File: config.mk
export PLATFORM = sky130hd
export DESIGN_NAME = keypad_calc_top
export DESIGN_NICKNAME = d
export VERILOG_FILES = /design/src/logic/calc_pkg.sv /design/src/logic/input_control.sv /design/src/logic/calc_alu.sv /design/src/logic/calc_controller.sv /design/src/logic/keypad_calc_top.sv
export SDC_FILE = /design/constraint.sdc
export NUM_CORES = 1
export LEC_CHECK = 0
export BUFFER_PORTS_ARGS = -buffer_cell sky130_fd_sc_hd__buf_4
export CORE_MARGIN = 2
export CORE_UTILIZATION = 40
export CTS_BUF_LIST = sky130_fd_sc_hd__clkbuf_2
export DETAILED_ROUTE_END_ITERATION = 10
export PLACE_DENSITY = 0.53
export SETUP_SLACK_MARGIN = 0.2
export SLEW_MARGIN = 20
export SYNTH_ARGS = -nofsm -noshare
export SYNTH_HDL_FRONTEND = slang
export SYNTH_SLANG_ARGS = --single-unit
File: constraint.sdc
create_clock -name clk -period 9.7 [get_ports clk]
set_clock_uncertainty 0.1 [all_clocks]
set_input_delay 1.94 -clock clk [delete_from_list [all_inputs] [get_ports clk]]
set_output_delay 1.94 -clock clk [all_outputs]
set_load 0.02 [all_outputs]
File: src/logic/calc_pkg.sv
`default_nettype none

package calc_pkg;

    // keypad
    localparam int KEY_W = 4;                          // key index and digit width

    // scan timing, sized so the counters in the scanner take their width
    localparam logic [1:0] COL_SETTLE = 2'd3;          // cycles per column before sampling
    localparam logic [3:0] DEBOUNCE_CYCLES = 4'd10;    // stable cycles to accept a press

    // arithmetic
    localparam int DATA_W = 16;                        // signed operand and result width
    localparam int OP_W = 3;                           // operator code width

    // operator codes shared by scanner, controller and alu
    typedef enum logic [OP_W-1:0] {
        OP_NONE = 3'd0,                                // plain digit or equals
        OP_NEG  = 3'd1,                                // sign change key
        OP_ADD  = 3'd2,
        OP_SUB  = 3'd3,
        OP_MUL  = 3'd4
    } op_t;

    // keypad scanner FSM
    typedef enum logic [2:0] {
        IDLE,
        SCAN_COL,                                      // stepping columns
        WAIT_STABLE,                                   // debouncing
        CONFIRM,                                       // key offered to controller
        WAIT_RELEASE
    } scan_state_t;

    // calculator controller FSM
    typedef enum logic [1:0] {
        ENTRY_A,                                       // building first operand
        ENTRY_B,                                       // building second operand
        COMPUTE,                                       // alu busy
        SHOW                                           // result on display
    } ctrl_state_t;

endpackage

`default_nettype wire

File: src/logic/input_control.sv
`timescale 1ns/1ps
`default_nettype none

module input_control (
    input  logic                       clk,
    input  logic                       nRST,            // async, active low
    input  logic [3:0]                 row_in,          // rows, pulled up
    output logic [3:0]                 col_out,         // one column low at a time
    output logic                       read_input,      // key waiting for controller
    input  logic                       key_read,        // ack pulse from controller
    output logic [calc_pkg::KEY_W-1:0] keypad_input,    // digit 0..9
    output calc_pkg::op_t              operator_input,  // operator or sign key
    output logic                       equal_input      // equals key
);

    calc_pkg::scan_state_t state, next_state;

    logic [3:0] row_mid, row_sync;                                // two stage sync
    logic [1:0] col_index;                                        // driven column
    logic [$bits(calc_pkg::COL_SETTLE)-1:0]      settle_cnt;
    logic [$bits(calc_pkg::DEBOUNCE_CYCLES)-1:0] debounce_cnt;
    logic key_valid;                                              // some row low
    logic settled;                                                // column held long enough
    logic stable;                                                 // press held long enough
    logic load_key;                                               // entering CONFIRM

    logic [calc_pkg::KEY_W-1:0] key_idx;                          // row*4 + col
    logic [calc_pkg::KEY_W-1:0] dec_digit;
    calc_pkg::op_t              dec_op;
    logic                       dec_equal;

    // row index and column to key index, lowest row wins
    function automatic logic [calc_pkg::KEY_W-1:0] encode_key(
        input logic [3:0] row,
        input logic [1:0] col
    );
        logic [calc_pkg::KEY_W-1:0] idx;
        idx = 4'd14;                                              // no row, empty key
        for (int r = 3; r >= 0; r--) begin
            if (!row[r]) begin
                idx = {r[1:0], col};                              // later (lower) row overrides
            end
        end
        return idx;
    endfunction

    // rows idle high
    always_ff @(posedge clk or negedge nRST) begin
        if (!nRST) begin
            row_mid  <= 4'hF;
            row_sync <= 4'hF;
        end else begin
            row_mid  <= row_in;
            row_sync <= row_mid;
        end
    end

    assign key_valid = ~&row_sync;
    assign settled   = (settle_cnt == calc_pkg::COL_SETTLE - 2'd1);
    assign stable    = (debounce_cnt == calc_pkg::DEBOUNCE_CYCLES - 4'd1);
    assign key_idx   = encode_key(row_sync, col_index);
    assign load_key  = (state == calc_pkg::WAIT_STABLE) && (next_state == calc_pkg::CONFIRM);

    always_comb begin
        next_state = state;
        case (state)
            calc_pkg::IDLE:         next_state = calc_pkg::SCAN_COL;
            calc_pkg::SCAN_COL:     if (settled && key_valid) next_state = calc_pkg::WAIT_STABLE;
            calc_pkg::WAIT_STABLE: begin
                if (!key_valid) begin
                    next_state = calc_pkg::SCAN_COL;              // bounce, rescan this column
                end else if (stable) begin
                    next_state = calc_pkg::CONFIRM;
                end
            end
            calc_pkg::CONFIRM:      if (!read_input || key_read) next_state = calc_pkg::WAIT_RELEASE;
            calc_pkg::WAIT_RELEASE: if (!key_valid) next_state = calc_pkg::IDLE;
            default:                next_state = calc_pkg::IDLE;
        endcase
    end

    always_ff @(posedge clk or negedge nRST) begin
        if (!nRST) begin
            state        <= calc_pkg::IDLE;
            col_index    <= 2'd0;
            settle_cnt   <= '0;
            debounce_cnt <= '0;
            read_input   <= 1'b0;
        end else begin
            state <= next_state;
            case (state)
                calc_pkg::SCAN_COL: begin
                    if (settled) begin
                        settle_cnt <= '0;
                        if (!key_valid) begin
                            col_index <= col_index + 2'd1;        // wraps 3 -> 0
                        end
                    end else begin
                        settle_cnt <= settle_cnt + 1'b1;
                    end
                end
                calc_pkg::WAIT_STABLE: begin
                    if (!key_valid || stable) begin
                        debounce_cnt <= '0;
                    end else begin
                        debounce_cnt <= debounce_cnt + 1'b1;
                    end
                    if (load_key) begin
                        read_input <= (key_idx != 4'd14);         // index 14 never offered
                    end
                end
                calc_pkg::CONFIRM: begin
                    if (key_read) begin
                        read_input <= 1'b0;                       // drop the cycle after ack
                    end
                end
                default: ;
            endcase
        end
    end

    // key map
    always_comb begin
        dec_digit = '0;
        dec_op    = calc_pkg::OP_NONE;
        dec_equal = 1'b0;
        case (key_idx)
            4'd0:  dec_digit = 4'd1;
            4'd1:  dec_digit = 4'd2;
            4'd2:  dec_digit = 4'd3;
            4'd3:  dec_op    = calc_pkg::OP_ADD;
            4'd4:  dec_digit = 4'd4;
            4'd5:  dec_digit = 4'd5;
            4'd6:  dec_digit = 4'd6;
            4'd7:  dec_op    = calc_pkg::OP_SUB;
            4'd8:  dec_digit = 4'd7;
            4'd9:  dec_digit = 4'd8;
            4'd10: dec_digit = 4'd9;
            4'd11: dec_op    = calc_pkg::OP_MUL;
            4'd12: dec_equal = 1'b1;
            4'd13: dec_digit = 4'd0;
            4'd15: dec_op    = calc_pkg::OP_NEG;                  // sign change
            default: ;                                            // 14 unused
        endcase
    end

    // payload, held through CONFIRM
    always_ff @(posedge clk) begin
        if (load_key) begin
            keypad_input   <= dec_digit;
            operator_input <= dec_op;
            equal_input    <= dec_equal;
        end
    end

    always_comb begin
        col_out            = 4'b1111;
        col_out[col_index] = 1'b0;                                // active column low
    end

endmodule

`default_nettype wire

File: src/logic/calc_alu.sv
`timescale 1ns/1ps
`default_nettype none

module calc_alu (
    input  logic                               clk,
    input  logic                               nRST,
    input  logic                               alu_start,    // one cycle
    input  calc_pkg::op_t                      alu_op,
    input  logic signed [calc_pkg::DATA_W-1:0] alu_a,
    input  logic signed [calc_pkg::DATA_W-1:0] alu_b,
    output logic                               alu_done,     // start delayed by one
    output logic signed [calc_pkg::DATA_W-1:0] alu_result,   // wrapped
    output logic                               alu_ovf       // exact result out of range
);

    logic signed [2*calc_pkg::DATA_W-1:0] exact;    // wide enough for the product
    logic                                 ovf_next;

    // operands sign extend to the wide context
    always_comb begin
        case (alu_op)
            calc_pkg::OP_ADD: exact = alu_a + alu_b;
            calc_pkg::OP_SUB: exact = alu_a - alu_b;
            calc_pkg::OP_MUL: exact = alu_a * alu_b;
            default:          exact = alu_a;             // pass first operand
        endcase
    end

    // upper bits must all match the result sign bit
    assign ovf_next = exact[2*calc_pkg::DATA_W-1:calc_pkg::DATA_W-1]
                      != {(calc_pkg::DATA_W+1){exact[calc_pkg::DATA_W-1]}};

    always_ff @(posedge clk or negedge nRST) begin
        if (!nRST) begin
            alu_done <= 1'b0;
        end else begin
            alu_done <= alu_start;
        end
    end

    always_ff @(posedge clk) begin
        if (alu_start) begin
            alu_result <= exact[calc_pkg::DATA_W-1:0];
            alu_ovf    <= ovf_next;
        end
    end

endmodule

`default_nettype wire

File: src/logic/calc_controller.sv
`timescale 1ns/1ps
`default_nettype none

module calc_controller (
    input  logic                              clk,
    input  logic                              nRST,
    input  logic                              read_input,      // key offered
    input  logic [calc_pkg::KEY_W-1:0]        keypad_input,
    input  calc_pkg::op_t                     operator_input,
    input  logic                              equal_input,
    output logic                              key_read,        // one cycle ack
    output logic                              alu_start,
    output calc_pkg::op_t                     alu_op,
    output logic signed [calc_pkg::DATA_W-1:0] alu_a,
    output logic signed [calc_pkg::DATA_W-1:0] alu_b,
    input  logic                              alu_done,
    input  logic signed [calc_pkg::DATA_W-1:0] alu_result,
    input  logic                              alu_ovf,
    output logic signed [calc_pkg::DATA_W-1:0] result,
    output logic                              result_valid,    // one cycle pulse
    output logic                              overflow
);

    calc_pkg::ctrl_state_t state;

    logic signed [calc_pkg::DATA_W-1:0] entry_a;      // first operand, or last result
    logic signed [calc_pkg::DATA_W-1:0] entry_b;
    logic signed [calc_pkg::DATA_W-1:0] digit_ext;    // zero extended digit
    calc_pkg::op_t                      pend_op;      // operator waiting for equals
    logic                               take_key;

    // decimal shift in, wraps at DATA_W
    function automatic logic signed [calc_pkg::DATA_W-1:0] shift_in(
        input logic signed [calc_pkg::DATA_W-1:0] entry,
        input logic signed [calc_pkg::DATA_W-1:0] digit
    );
        return entry * 16'sd10 + digit;
    endfunction

    // first cycle of read_input, held off while alu busy
    assign take_key  = read_input && !key_read && (state != calc_pkg::COMPUTE);
    assign digit_ext = $signed({{(calc_pkg::DATA_W-calc_pkg::KEY_W){1'b0}}, keypad_input});

    assign alu_a  = entry_a;
    assign alu_b  = entry_b;
    assign alu_op = pend_op;

    always_ff @(posedge clk or negedge nRST) begin
        if (!nRST) begin
            state        <= calc_pkg::ENTRY_A;
            entry_a      <= '0;
            entry_b      <= '0;
            pend_op      <= calc_pkg::OP_NONE;
            key_read     <= 1'b0;
            alu_start    <= 1'b0;
            result       <= '0;
            result_valid <= 1'b0;
            overflow     <= 1'b0;
        end else begin
            key_read     <= take_key;
            alu_start    <= 1'b0;
            result_valid <= 1'b0;

            if (take_key) begin
                if (equal_input) begin
                    if (state == calc_pkg::ENTRY_B) begin     // ignored elsewhere
                        alu_start <= 1'b1;
                        state     <= calc_pkg::COMPUTE;
                    end
                end else if (operator_input == calc_pkg::OP_NEG) begin
                    if (state == calc_pkg::ENTRY_B) begin
                        entry_b <= -entry_b;
                    end else begin
                        entry_a <= -entry_a;                  // after SHOW, negates result
                        state   <= calc_pkg::ENTRY_A;
                    end
                end else if (operator_input != calc_pkg::OP_NONE) begin
                    pend_op <= operator_input;                // replaces pending op in ENTRY_B
                    if (state != calc_pkg::ENTRY_B) begin
                        entry_b <= '0;
                        state   <= calc_pkg::ENTRY_B;         // from SHOW keeps result as A
                    end
                end else begin
                    case (state)
                        calc_pkg::ENTRY_B: entry_b <= shift_in(entry_b, digit_ext);
                        calc_pkg::SHOW: begin
                            entry_a <= digit_ext;             // fresh first operand
                            state   <= calc_pkg::ENTRY_A;
                        end
                        default:           entry_a <= shift_in(entry_a, digit_ext);
                    endcase
                end
            end

            if ((state == calc_pkg::COMPUTE) && alu_done) begin
                result       <= alu_result;
                overflow     <= alu_ovf;
                result_valid <= 1'b1;
                entry_a      <= alu_result;                   // chain from shown value
                state        <= calc_pkg::SHOW;
            end
        end
    end

endmodule

`default_nettype wire

File: src/logic/keypad_calc_top.sv
`timescale 1ns/1ps
`default_nettype none

module keypad_calc_top (
    input  logic                               clk,
    input  logic                               nRST,
    input  logic [3:0]                         row_in,        // active low, pulled up
    output logic [3:0]                         col_out,       // scanned column low
    output logic signed [calc_pkg::DATA_W-1:0] result,
    output logic                               result_valid,
    output logic                               overflow
);

    // scanner to controller
    logic                       read_input;
    logic                       key_read;
    logic [calc_pkg::KEY_W-1:0] keypad_input;
    calc_pkg::op_t              operator_input;
    logic                       equal_input;

    // controller to alu and back
    logic                               alu_start;
    calc_pkg::op_t                      alu_op;
    logic signed [calc_pkg::DATA_W-1:0] alu_a, alu_b;
    logic                               alu_done;
    logic signed [calc_pkg::DATA_W-1:0] alu_result;
    logic                               alu_ovf;

    input_control u_input_control (
        .clk, .nRST, .row_in, .col_out,
        .read_input, .key_read,
        .keypad_input, .operator_input, .equal_input
    );

    calc_controller u_calc_controller (
        .clk, .nRST,
        .read_input, .keypad_input, .operator_input, .equal_input, .key_read,
        .alu_start, .alu_op, .alu_a, .alu_b,
        .alu_done, .alu_result, .alu_ovf,
        .result, .result_valid, .overflow
    );

    calc_alu u_calc_alu (
        .clk, .nRST,
        .alu_start, .alu_op, .alu_a, .alu_b,
        .alu_done, .alu_result, .alu_ovf
    );

endmodule

`default_nettype wire

==> results.json, run 1 <==
{
  "die_w_um": 219.8,
  "port_buffers": 27,
  "die_y_um": 219.8,
  "crit_path_end_kind": "flip-flop",
  "critPathSlowestCell": "dfrtp_1",
  "rsz0062_at_grt": "false",
  "grt_pass1_vias": 15610,
  "critical_path_class": "flip-flop to flip-flop",
  "yosysMostFrequentCell": "nand2_1",
  "r2r_setup_slack_ns": 1.57,
  "instances_no_fill": 2716,
  "numCtsBuffers": 9,
  "layout.nets": 2551,
  "yosysSeqAreaShare_pct": 14.57,
  "r2r-end": "u_calc_alu.alu_ovf",
  "path_delay_family": "adder cells",
  "layout_min_cycle_time_ns": 8.129,
  "wirelength_um": 55090,
  "synth_seq_cells": 103,
  "min-delay-start": "u_input_control.row_mid[3]",
  "gp_congestion": 0.9020,
  "cts_tree": "done",
  "async_reset_ff_share_pct": 75.73,
  "fp-row-count": 79,
  "wire_per_inst_um": 20.28,
  "yosys.area.top_type_share_pct": 28.81,
  "cts_hold_buf": 0,
  "ios": 28,
  "netlist_top_cells_area": "fa_1, ha_1, dfrtp_1",
  "synth.cell_area_sq_mm": 0.01862,
  "reg2reg_depth": 22,
  "synth_fp_nets": 2591,
  "arrival_ns": 8.58,
  "drc": 0,
  "cap_viol_max_count": 0,
  "cts.sink_count": 103,
  "path_buf_inv": 5,
  "core_sq_mm": 0.04626,
  "dr.pass1.iters": 5,
  "avgSynthCellArea_sq_um": 8.694,
  "hold_depth": 0,
  "startpoint_type": "flip-flop",
  "vias_per_cell": 5.577,
  "path_cells": "inv_1 -> nor2_1 -> fa_1 -> inv_1 -> fa_1 -> inv_1 -> fa_1 -> inv_1 -> fa_1 -> fa_1 -> fa_1 -> inv_1 -> ha_1 -> and2_0 -> a221o_1 -> o41a_1 -> nor2_1 -> o21ai_1 -> or3b_1 -> a2111o_1 -> mux2i_1 -> nand3_1",
  "required_ns": 10.15,
  "fmax_ghz": 0.1230,
  "clock_path_buffers": 2,
  "drtAntennaViolNets": 0,
  "start_util_pct": 40.25,
  "min_to": "u_input_control.row_sync[3]",
  "hold_viol_final": 0,
  "antenna_found_initial": 1,
  "status": "completed",
  "finalSetupTns_ns": 0,
  "vias": 15150,
  "area_growth_pct": 4.784,
  "dp_hpwl_um": 43780,
  "clk_latency_ns": 0.71,
  "synth_cells": 2142,
  "min_period_over_period_pct": 83.80,
  "drive_above_1_share_pct": 5.553,
  "max-slew-margin-rel_pct": 29.15,
  "hold_path.class": "flip-flop to flip-flop",
  "htreeDepth": 3,
  "crit_path_frequent_cell": "fa_1",
  "grt_max_degree": 61,
  "yosys_warnings": 0,
  "cts.clk_slew.worst_paths_ns": 0.40,
  "dp.cells": 2698,
  "yosys-top-cells-count": "nand2_1, inv_1, fa_1, ha_1, nor2_1",
  "clockRootBuffer": "clkbuf_2",
  "drv_slew": 0,
  "synthFlopType": "dfrtp_1",
  "synth_edf_count": 25,
  "grt_overflow": 0,
  "grt_pass1_wl_um": 89490,
  "setup_viol": 0,
  "nFillCells": 4611,
  "ys_types": 94,
  "tightest_slew_ns": 1.063,
  "crit_path_max_fanout": 19,
  "slowest_delay_ns": 0.99,
  "cts.repair.resized": 0,
  "critPathLaunch": "u_calc_controller.alu_b[3]",
  "grt.total_usage_pct": 24.04,
  "postCtsSetupBuffers": 0,
  "regToRegStartpoint": "u_calc_controller.alu_b[3]",
  "synth_area_leader_cell": "fa_1",
  "die-area_sq_mm": 0.04830,
  "drtIter0Drc": 1145,
  "post-route-util_pct": 42.18
}
-- state kept, by name, indices dropped and copies added, names as in the netlist, 4 cells and up --
name                          count
u_calc_controller.alu_a          16
u_calc_alu.alu_result            16
u_input_control.row_mid           4
u_calc_controller.result         16
u_calc_controller.alu_b          16
u_input_control.keypad_input      4
u_input_control.debounce_cnt      4
u_input_control.row_sync          4
-- routing by layer --
metal  wire length (um)  part of all wire [%]  up-vias  track usage [%]
met5                  0                     0        -                0
met4                842                   1.5        0            4.027
met3               3300                   6.0       56            2.498
met2              25280                    46      519            39.27
met1              25660                    47     7601            34.94
li1                   -                     -     6972                -
-- cells in the final DEF, fill, tap and decap left out, drive strengths merged, types with 59 or more instances in the layout --
cell type  Yosys  layout
inv          301     304
nand2        302     302
fa           268     268
ha           175     175
nor2         128     128
o21ai        113     113
a21oi         92      92
dfrtp         70      70
xnor2         66      66
and2          65      65
buf           12      59
-- logic make-up (layout without fill, tap and decap cells) --
family | after synthesis | after routing | synth area share [%]
AND/OR/NAND/NOR | 677 | 677 | 17.09
adder cells (fa/ha/maj) | 443 | 443 | 40.57
buffers and inverters | 412 | 377 | 8.392
AO/OA/AOI/OAI | 397 | 397 | 14.05
flip-flops | 103 | 103 | 14.57
XOR/XNOR | 93 | 93 | 4.374
multiplexers | 17 | 17 | 0.9541
other | 0 | 2 | 0
-- final cells by class --
class	instances	area (sq um)	share of cell area (%)
multi-input cells	1627	14350	73.52
diodes	2	5.005	0.02565
clock inverters	6	62.56	0.3206
well taps	607	759.5	3.892
inverters	302	1134	5.810
clock buffers	10	50.05	0.2565
repair buffers	59	442.9	2.270
flip-flops and latches	103	2713	13.90
-- worst max-delay path by stage --
| stage | to | slack, ns | cells past startpoint |
|---|---|---|---|
| CTS | u_calc_alu.alu_ovf | 1.65 | 22 |
| floorplan | u_calc_alu.alu_ovf | 2.33 | 24 |
| global placement | u_calc_alu.alu_ovf | 1.77 | 22 |
| finish | u_calc_alu.alu_ovf | 1.57 | 22 |
| global route | u_calc_alu.alu_ovf | 1.11 | 22 |
| detailed placement | u_calc_alu.alu_ovf | 1.62 | 22 |
-- metrics by stage --
| stage | hold slack (ns) | cell area [sq um] | setup WS (ns) |
|---|---|---|---|
| 2_1_floorplan | 0.2452 | 18620 | 2.331 |
| 6_report | 0.2761 | 19510 | 1.571 |
| 5_1_grt | 0.2769 | 19510 | 1.111 |
| 3_5_place_dp | 0.2472 | 19390 | 1.618 |
| 4_1_cts | 0.2756 | 19510 | 1.654 |
| 3_3_place_gp | 0.2467 | 19390 | 1.772 |
Power of run 1 is not shown: default switching activity piles up to over one toggle a cycle in this logic, so the estimate is an artifact.
==> run 2: changes to the inputs <==
==> constraint.sdc (replaced) <==
create_clock -name clk -period 8.2 [get_ports clk]
set_clock_uncertainty 0.1 [all_clocks]
set_input_delay 1.64 -clock clk [delete_from_list [all_inputs] [get_ports clk]]
set_output_delay 1.64 -clock clk [all_outputs]
set_load 0.02 [all_outputs]
==> run 2 against run 1 <==
Core utilization is 0.42 points higher. Clock-buffer cell count down 1. Die area stayed put. Hold slack got worse by 0.00052 ns. Final cell count grew 0.77%. Global-route usage up 0.12 points. Routed wire length rose by 0.16%. Setup slack worse by 0.90 ns. Sequential share of layout area is 0.14 points lower.
==> results.json, run 2 (synthesis gave the netlist of run 1 again) <==
{
  "status": "completed",
  "clock_path_buffers": 2,
  "final_cell_mix": "nand2_1, inv_1, fa_1, ha_1, nor2_1",
  "clockRootBuffer": "clkbuf_2",
  "arrival_ns": 7.97,
  "rsz0062_at_grt": "false",
  "wire_per_inst_um": 20.16,
  "crit_path_end_kind": "flip-flop",
  "max-slew-margin-rel_pct": 29.65,
  "grt.total_usage_pct": 24.16,
  "start_util_pct": 40.25,
  "r2r_setup_slack_ns": 0.67,
  "die-area_sq_mm": 0.04830,
  "dr.pass1.iters": 5,
  "fmax_ghz": 0.1327,
  "regToRegStartpoint": "u_calc_controller.alu_b[11]",
  "cap_viol_max_count": 0,
  "wirelength_um": 55180,
  "critical_path_class": "flip-flop to flip-flop",
  "drv_slew": 0,
  "critPathLaunch": "u_calc_controller.alu_b[11]",
  "area_growth_pct": 5.825,
  "reg2reg_depth": 19,
  "grt_pass1_vias": 15560,
  "final_common_cell": "nand2_1",
  "wl_met3_um": 2909,
  "grt_max_degree": 79,
  "antenna_found_initial": 1,
  "drive_above_1_share_pct": 6.623,
  "drtAntennaViolNets": 0,
  "startpoint_type": "flip-flop",
  "drtIter0Drc": 1228,
  "layout.nets": 2573,
  "min_period_over_period_pct": 91.88,
  "dr_wl_met2_um": 25460,
  "ios": 28,
  "drt-met1-wl_um": 25440,
  "hold_path.class": "flip-flop to flip-flop",
  "finalSetupTns_ns": 0,
  "hold_viol_final": 0,
  "htreeDepth": 3,
  "dp_hpwl_um": 45230,
  "cts.clk_slew.worst_paths_ns": 0.38,
  "layout_min_cycle_time_ns": 7.534,
  "grt_overflow": 0,
  "post-route-util_pct": 42.60,
  "core_sq_mm": 0.04626,
  "drc": 0,
  "cts_tree": "done",
  "endpoint": "u_calc_alu.alu_ovf",
  "die_y_um": 219.8,
  "min-delay-start": "u_input_control.row_mid[0]",
  "numCtsBuffers": 9,
  "gp_congestion": 0.9292,
  "required_ns": 8.64,
  "fp-row-count": 79,
  "tightest_slew_ns": 1.055,
  "vias_per_cell": 5.521,
  "cts.sink_count": 103,
  "die_w_um": 219.8,
  "vias": 15110,
  "r2r-end": "u_calc_alu.alu_ovf",
  "grt_pass1_wl_um": 89440,
  "crit_path_max_fanout": 20,
  "clk_latency_ns": 0.71,
  "port_buffers": 27,
  "setup_viol": 0,
  "topRoutingLayerUsed": "met4"
}
==> run 2: what timing repair did <==
| action | 4_1_cts | 5_1_grt |
|---|---|---|
| buffers inserted | 0 | 2 |
| gates resized for setup | 0 | 1 |
| hold buffers | 0 | 0 |
| setup endpoints to repair | 0 | 1 |
==> run 2: cell type report <==
cell class / instances / area, sq um
inverter: 302 / 1137
clock inverter: 7 / 86.33
multi-input combinational: 1627 / 14350
timing repair buffer: 81 / 611.8
sequential: 103 / 2713
antenna: 1 / 2.502
tap: 607 / 759.5
clock buffer: 9 / 45.04
fill: 4717 / 26550
==> run 2: routing by layer <==
layer / up-vias / GRT usage [%]
met2: 421 / 39.47
li1: 7024 / -
met1: 7597 / 33.74
met5: - / 0
met4: 0 / 5.839
met3: 68 / 3.492
==> run 2: worst min path at each step <==
stage | end | depth (start not counted)
after floorplan | u_input_control.row_sync[0] | 0
after detailed placement | u_input_control.row_sync[2] | 0
after CTS | u_input_control.row_sync[2] | 0
final | u_input_control.row_sync[0] | 0
after global routing | u_input_control.row_sync[2] | 0
after global placement | u_input_control.row_sync[1] | 0
==> run 2: worst max-delay path: stages (launching register included) <==
cell and delay, ns:
dfrtp_1 1.01, ha_1 0.39, inv_1 0.08, fa_1 0.55, fa_1 0.46, fa_1 0.52, fa_1 0.52, fa_1 0.52
fa_1 0.55, inv_1 0.04, ha_1 0.40, a21o_1 0.25, a221o_1 0.36, o41a_1 0.34, nor2_1 0.18, o21ai_1 0.10
or3b_1 0.40, a2111o_1 0.39, mux2i_1 0.13, nand3_1 0.10
==> run 2: per-stage QoR <==
| step | setup WS [ns] | area (sq um) | hold WS (ns) | std cells |
|---|---|---|---|---|
| 2_1_floorplan | 0.8308 | 18620 | 0.2452 | 2142 |
| 3_3_place_gp | 0.7209 | 19550 | 0.2466 | 2718 |
| 3_5_place_dp | 0.5378 | 19550 | 0.2475 | 2718 |
| 4_1_cts | 0.5550 | 19680 | 0.2754 | 2734 |
| 5_1_grt | 0.2730 | 19710 | 0.2731 | 2737 |
| 6_report | 0.6660 | 19710 | 0.2756 | 2737 |
Power of run 2 is left out for the same reason.
==> run 3: changes to the inputs <==
--- a/config.mk
+++ b/config.mk
@@ -6,11 +6,13 @@
 export NUM_CORES = 1
 export LEC_CHECK = 0
 export BUFFER_PORTS_ARGS = -buffer_cell sky130_fd_sc_hd__buf_4
+export CELL_PAD_IN_SITES_DETAIL_PLACEMENT = 0
+export CELL_PAD_IN_SITES_GLOBAL_PLACEMENT = 2
 export CORE_MARGIN = 2
 export CORE_UTILIZATION = 40
 export CTS_BUF_LIST = sky130_fd_sc_hd__clkbuf_2
 export DETAILED_ROUTE_END_ITERATION = 10
-export PLACE_DENSITY = 0.53
+export PLACE_DENSITY = 0.78
 export SETUP_SLACK_MARGIN = 0.2
 export SLEW_MARGIN = 20
 export SYNTH_ARGS = -nofsm -noshare
==> constraint.sdc (replaced) <==
create_clock -name clk -period 7.3 [get_ports clk]
set_clock_uncertainty 0.1 [all_clocks]
set_input_delay 1.46 -clock clk [delete_from_list [all_inputs] [get_ports clk]]
set_output_delay 1.46 -clock clk [all_outputs]
set_load 0.02 [all_outputs]
==> run 3 against run 2 <==
Clock-buffer cell count stayed put. Cell area grew 4.5%. Non-clock buffer count rose by 80. First-iteration DRC count is 0.33% lower. Routed wire length is 4.2% higher. Global-route usage rose by 0.80 points. Register-to-register slack got worse by 0.25 ns. Via count is 1.2% higher. Hold slack better by 0.00083 ns. Highest routed layer is now met5.
==> results.json, run 3 (synthesis gave the netlist of run 1 again) <==
{
  "start_util_pct": 40.25,
  "grt_pass1_wl_um": 91230,
  "slowest_delay_ns": 0.61,
  "hold_path.class": "flip-flop to flip-flop",
  "die_w_um": 219.8,
  "multi_input_area_sq_mm": 0.01452,
  "gp_congestion": 0.8875,
  "clock_path_buffers": 2,
  "grt.met3_usage_pct": 3.823,
  "cap_viol_max_count": 0,
  "vias": 15300,
  "crit_path_end_kind": "flip-flop",
  "hold_viol_final": 0,
  "min_period_over_period_pct": 94.24,
  "use_met2_pct": 39.37,
  "grt_max_degree": 45,
  "arrival_ns": 7.35,
  "cts_hold_buf": 0,
  "fmax_ghz": 0.1454,
  "finalSetupTns_ns": 0,
  "crit_path_frequent_cell": "fa_1",
  "global_route.usage.met1_pct": 35.62,
  "ios": 28,
  "drive_above_1_share_pct": 12.18,
  "setup_viol": 0,
  "required_ns": 7.77,
  "min-delay-start": "u_input_control.row_mid[0]",
  "wire_per_inst_um": 20.41,
  "path_delay_family": "adder cells",
  "nFillCells": 4597,
  "critical_path_class": "flip-flop to flip-flop",
  "grt.total_usage_pct": 24.95,
  "numCtsBuffers": 9,
  "drtIter0Drc": 1224,
  "die_y_um": 219.8,
  "startpoint_type": "flip-flop",
  "vias_per_cell": 5.433,
  "wirelength_um": 57470,
  "regToRegStartpoint": "u_calc_controller.alu_a[15]",
  "drv_slew": 0,
  "drc": 0,
  "max-slew-margin-rel_pct": 29.72,
  "dp_hpwl_um": 46930,
  "n_antenna_cell": 0,
  "path_cells": "clkinvlp_4 -> nor2_4 -> fa_1 -> inv_4 -> fa_2 -> clkinv_4 -> buf_12 -> fa_1 -> inv_1 -> fa_1 -> fa_1 -> fa_1 -> inv_1 -> ha_1 -> nand2_2 -> nor4_4 -> and3_1 -> a211oi_2 -> nand2_1 -> or3b_4 -> a2111o_1 -> mux2i_1 -> nand3_1",
  "cts_tree": "done",
  "cts.clk_slew.worst_paths_ns": 0.35,
  "final_common_cell": "inv_1",
  "register_area_sq_mm": 0.002730,
  "tightest_slew_ns": 1.054,
  "critPathSlowestCell": "fa_2",
  "clockRootBuffer": "clkbuf_2",
  "grt_pass1_vias": 15620,
  "layout.nets": 2653,
  "fp-row-count": 79,
  "rsz0062_at_grt": "false",
  "layout_min_cycle_time_ns": 6.879,
  "dr.pass1.iters": 6,
  "htreeDepth": 3,
  "area_growth_pct": 10.60,
  "path_buf_inv": 6,
  "busiest_layer": "met2",
  "clk_latency_ns": 0.75,
  "die-area_sq_mm": 0.04830,
  "grt_overflow": 0,
  "drtAntennaViolNets": 0,
  "crit_path_max_fanout": 7,
  "critPathLaunch": "u_calc_controller.alu_a[15]",
  "cts.sink_count": 103,
  "status": "completed",
  "core_sq_mm": 0.04626,
  "port_buffers": 27,
  "post-route-util_pct": 44.52,
  "final_cell_mix": "inv_1, nand2_1, fa_1, ha_1, buf_4",
  "antenna_found_initial": 1
}
run 3: timing repair:
item                       in CTS  in global routing
pin swaps                       1                 32
buffers inserted                1                 28
setup endpoints to repair       1                  3
gates resized for setup         4                 66
run 3: worst paths after layout:
path	end	slack, ns	cells after the start
min	u_input_control.row_sync[0]	0.28	0
min reg2reg	u_input_control.row_sync[0]	0.28	0
max reg2reg	u_calc_alu.alu_ovf	0.42	23
max in group asynchronous	u_calc_controller.alu_a[3]	5.55	2
max	u_calc_alu.alu_ovf	0.42	23
min in group asynchronous	u_calc_controller.alu_b[0]	0.48	1
run 3: per-layer routing:
layer,vias up,part of all wire (%)
li1,7197,-
met1,7585,46
met2,439,45
met3,75,5.9
met4,2,2.9
met5,-,0.014
run 3: area by class of cell:
type / count / share of cell area [%]
Clock buffer: 9 / 0.2187
Clock inverter: 7 / 0.3949
Inverter: 302 / 5.559
Multi-Input combinational cell: 1627 / 70.51
Sequential cell: 103 / 13.26
Tap cell: 607 / 3.688
Timing Repair Buffer: 161 / 6.379
run 3: through the flow:
step / area [sq um] / hold slack, ns / worst slack (ns) / std cells
after floorplan: 18630 / 0.2452 / 0.2070 / 2142
final: 20600 / 0.2764 / 0.4207 / 2816
after global routing: 20600 / 0.2787 / 0.1456 / 2816
after CTS: 20140 / 0.2748 / 0.2042 / 2788
after global placement: 20000 / 0.2457 / 0.1667 / 2771
after detailed placement: 20000 / 0.2469 / 0.1260 / 2771
run 3: worst reg2reg max path, delay by kind of cell (launching register included):
family,cells,cell delay (ns)
fa+ha+maj,7,3.57
simple gates,7,1.26
buf+inv,6,0.61
flops,1,0.54
compound gates,2,0.48
mux,1,0.12
Power of run 3 is left out for the same reason.
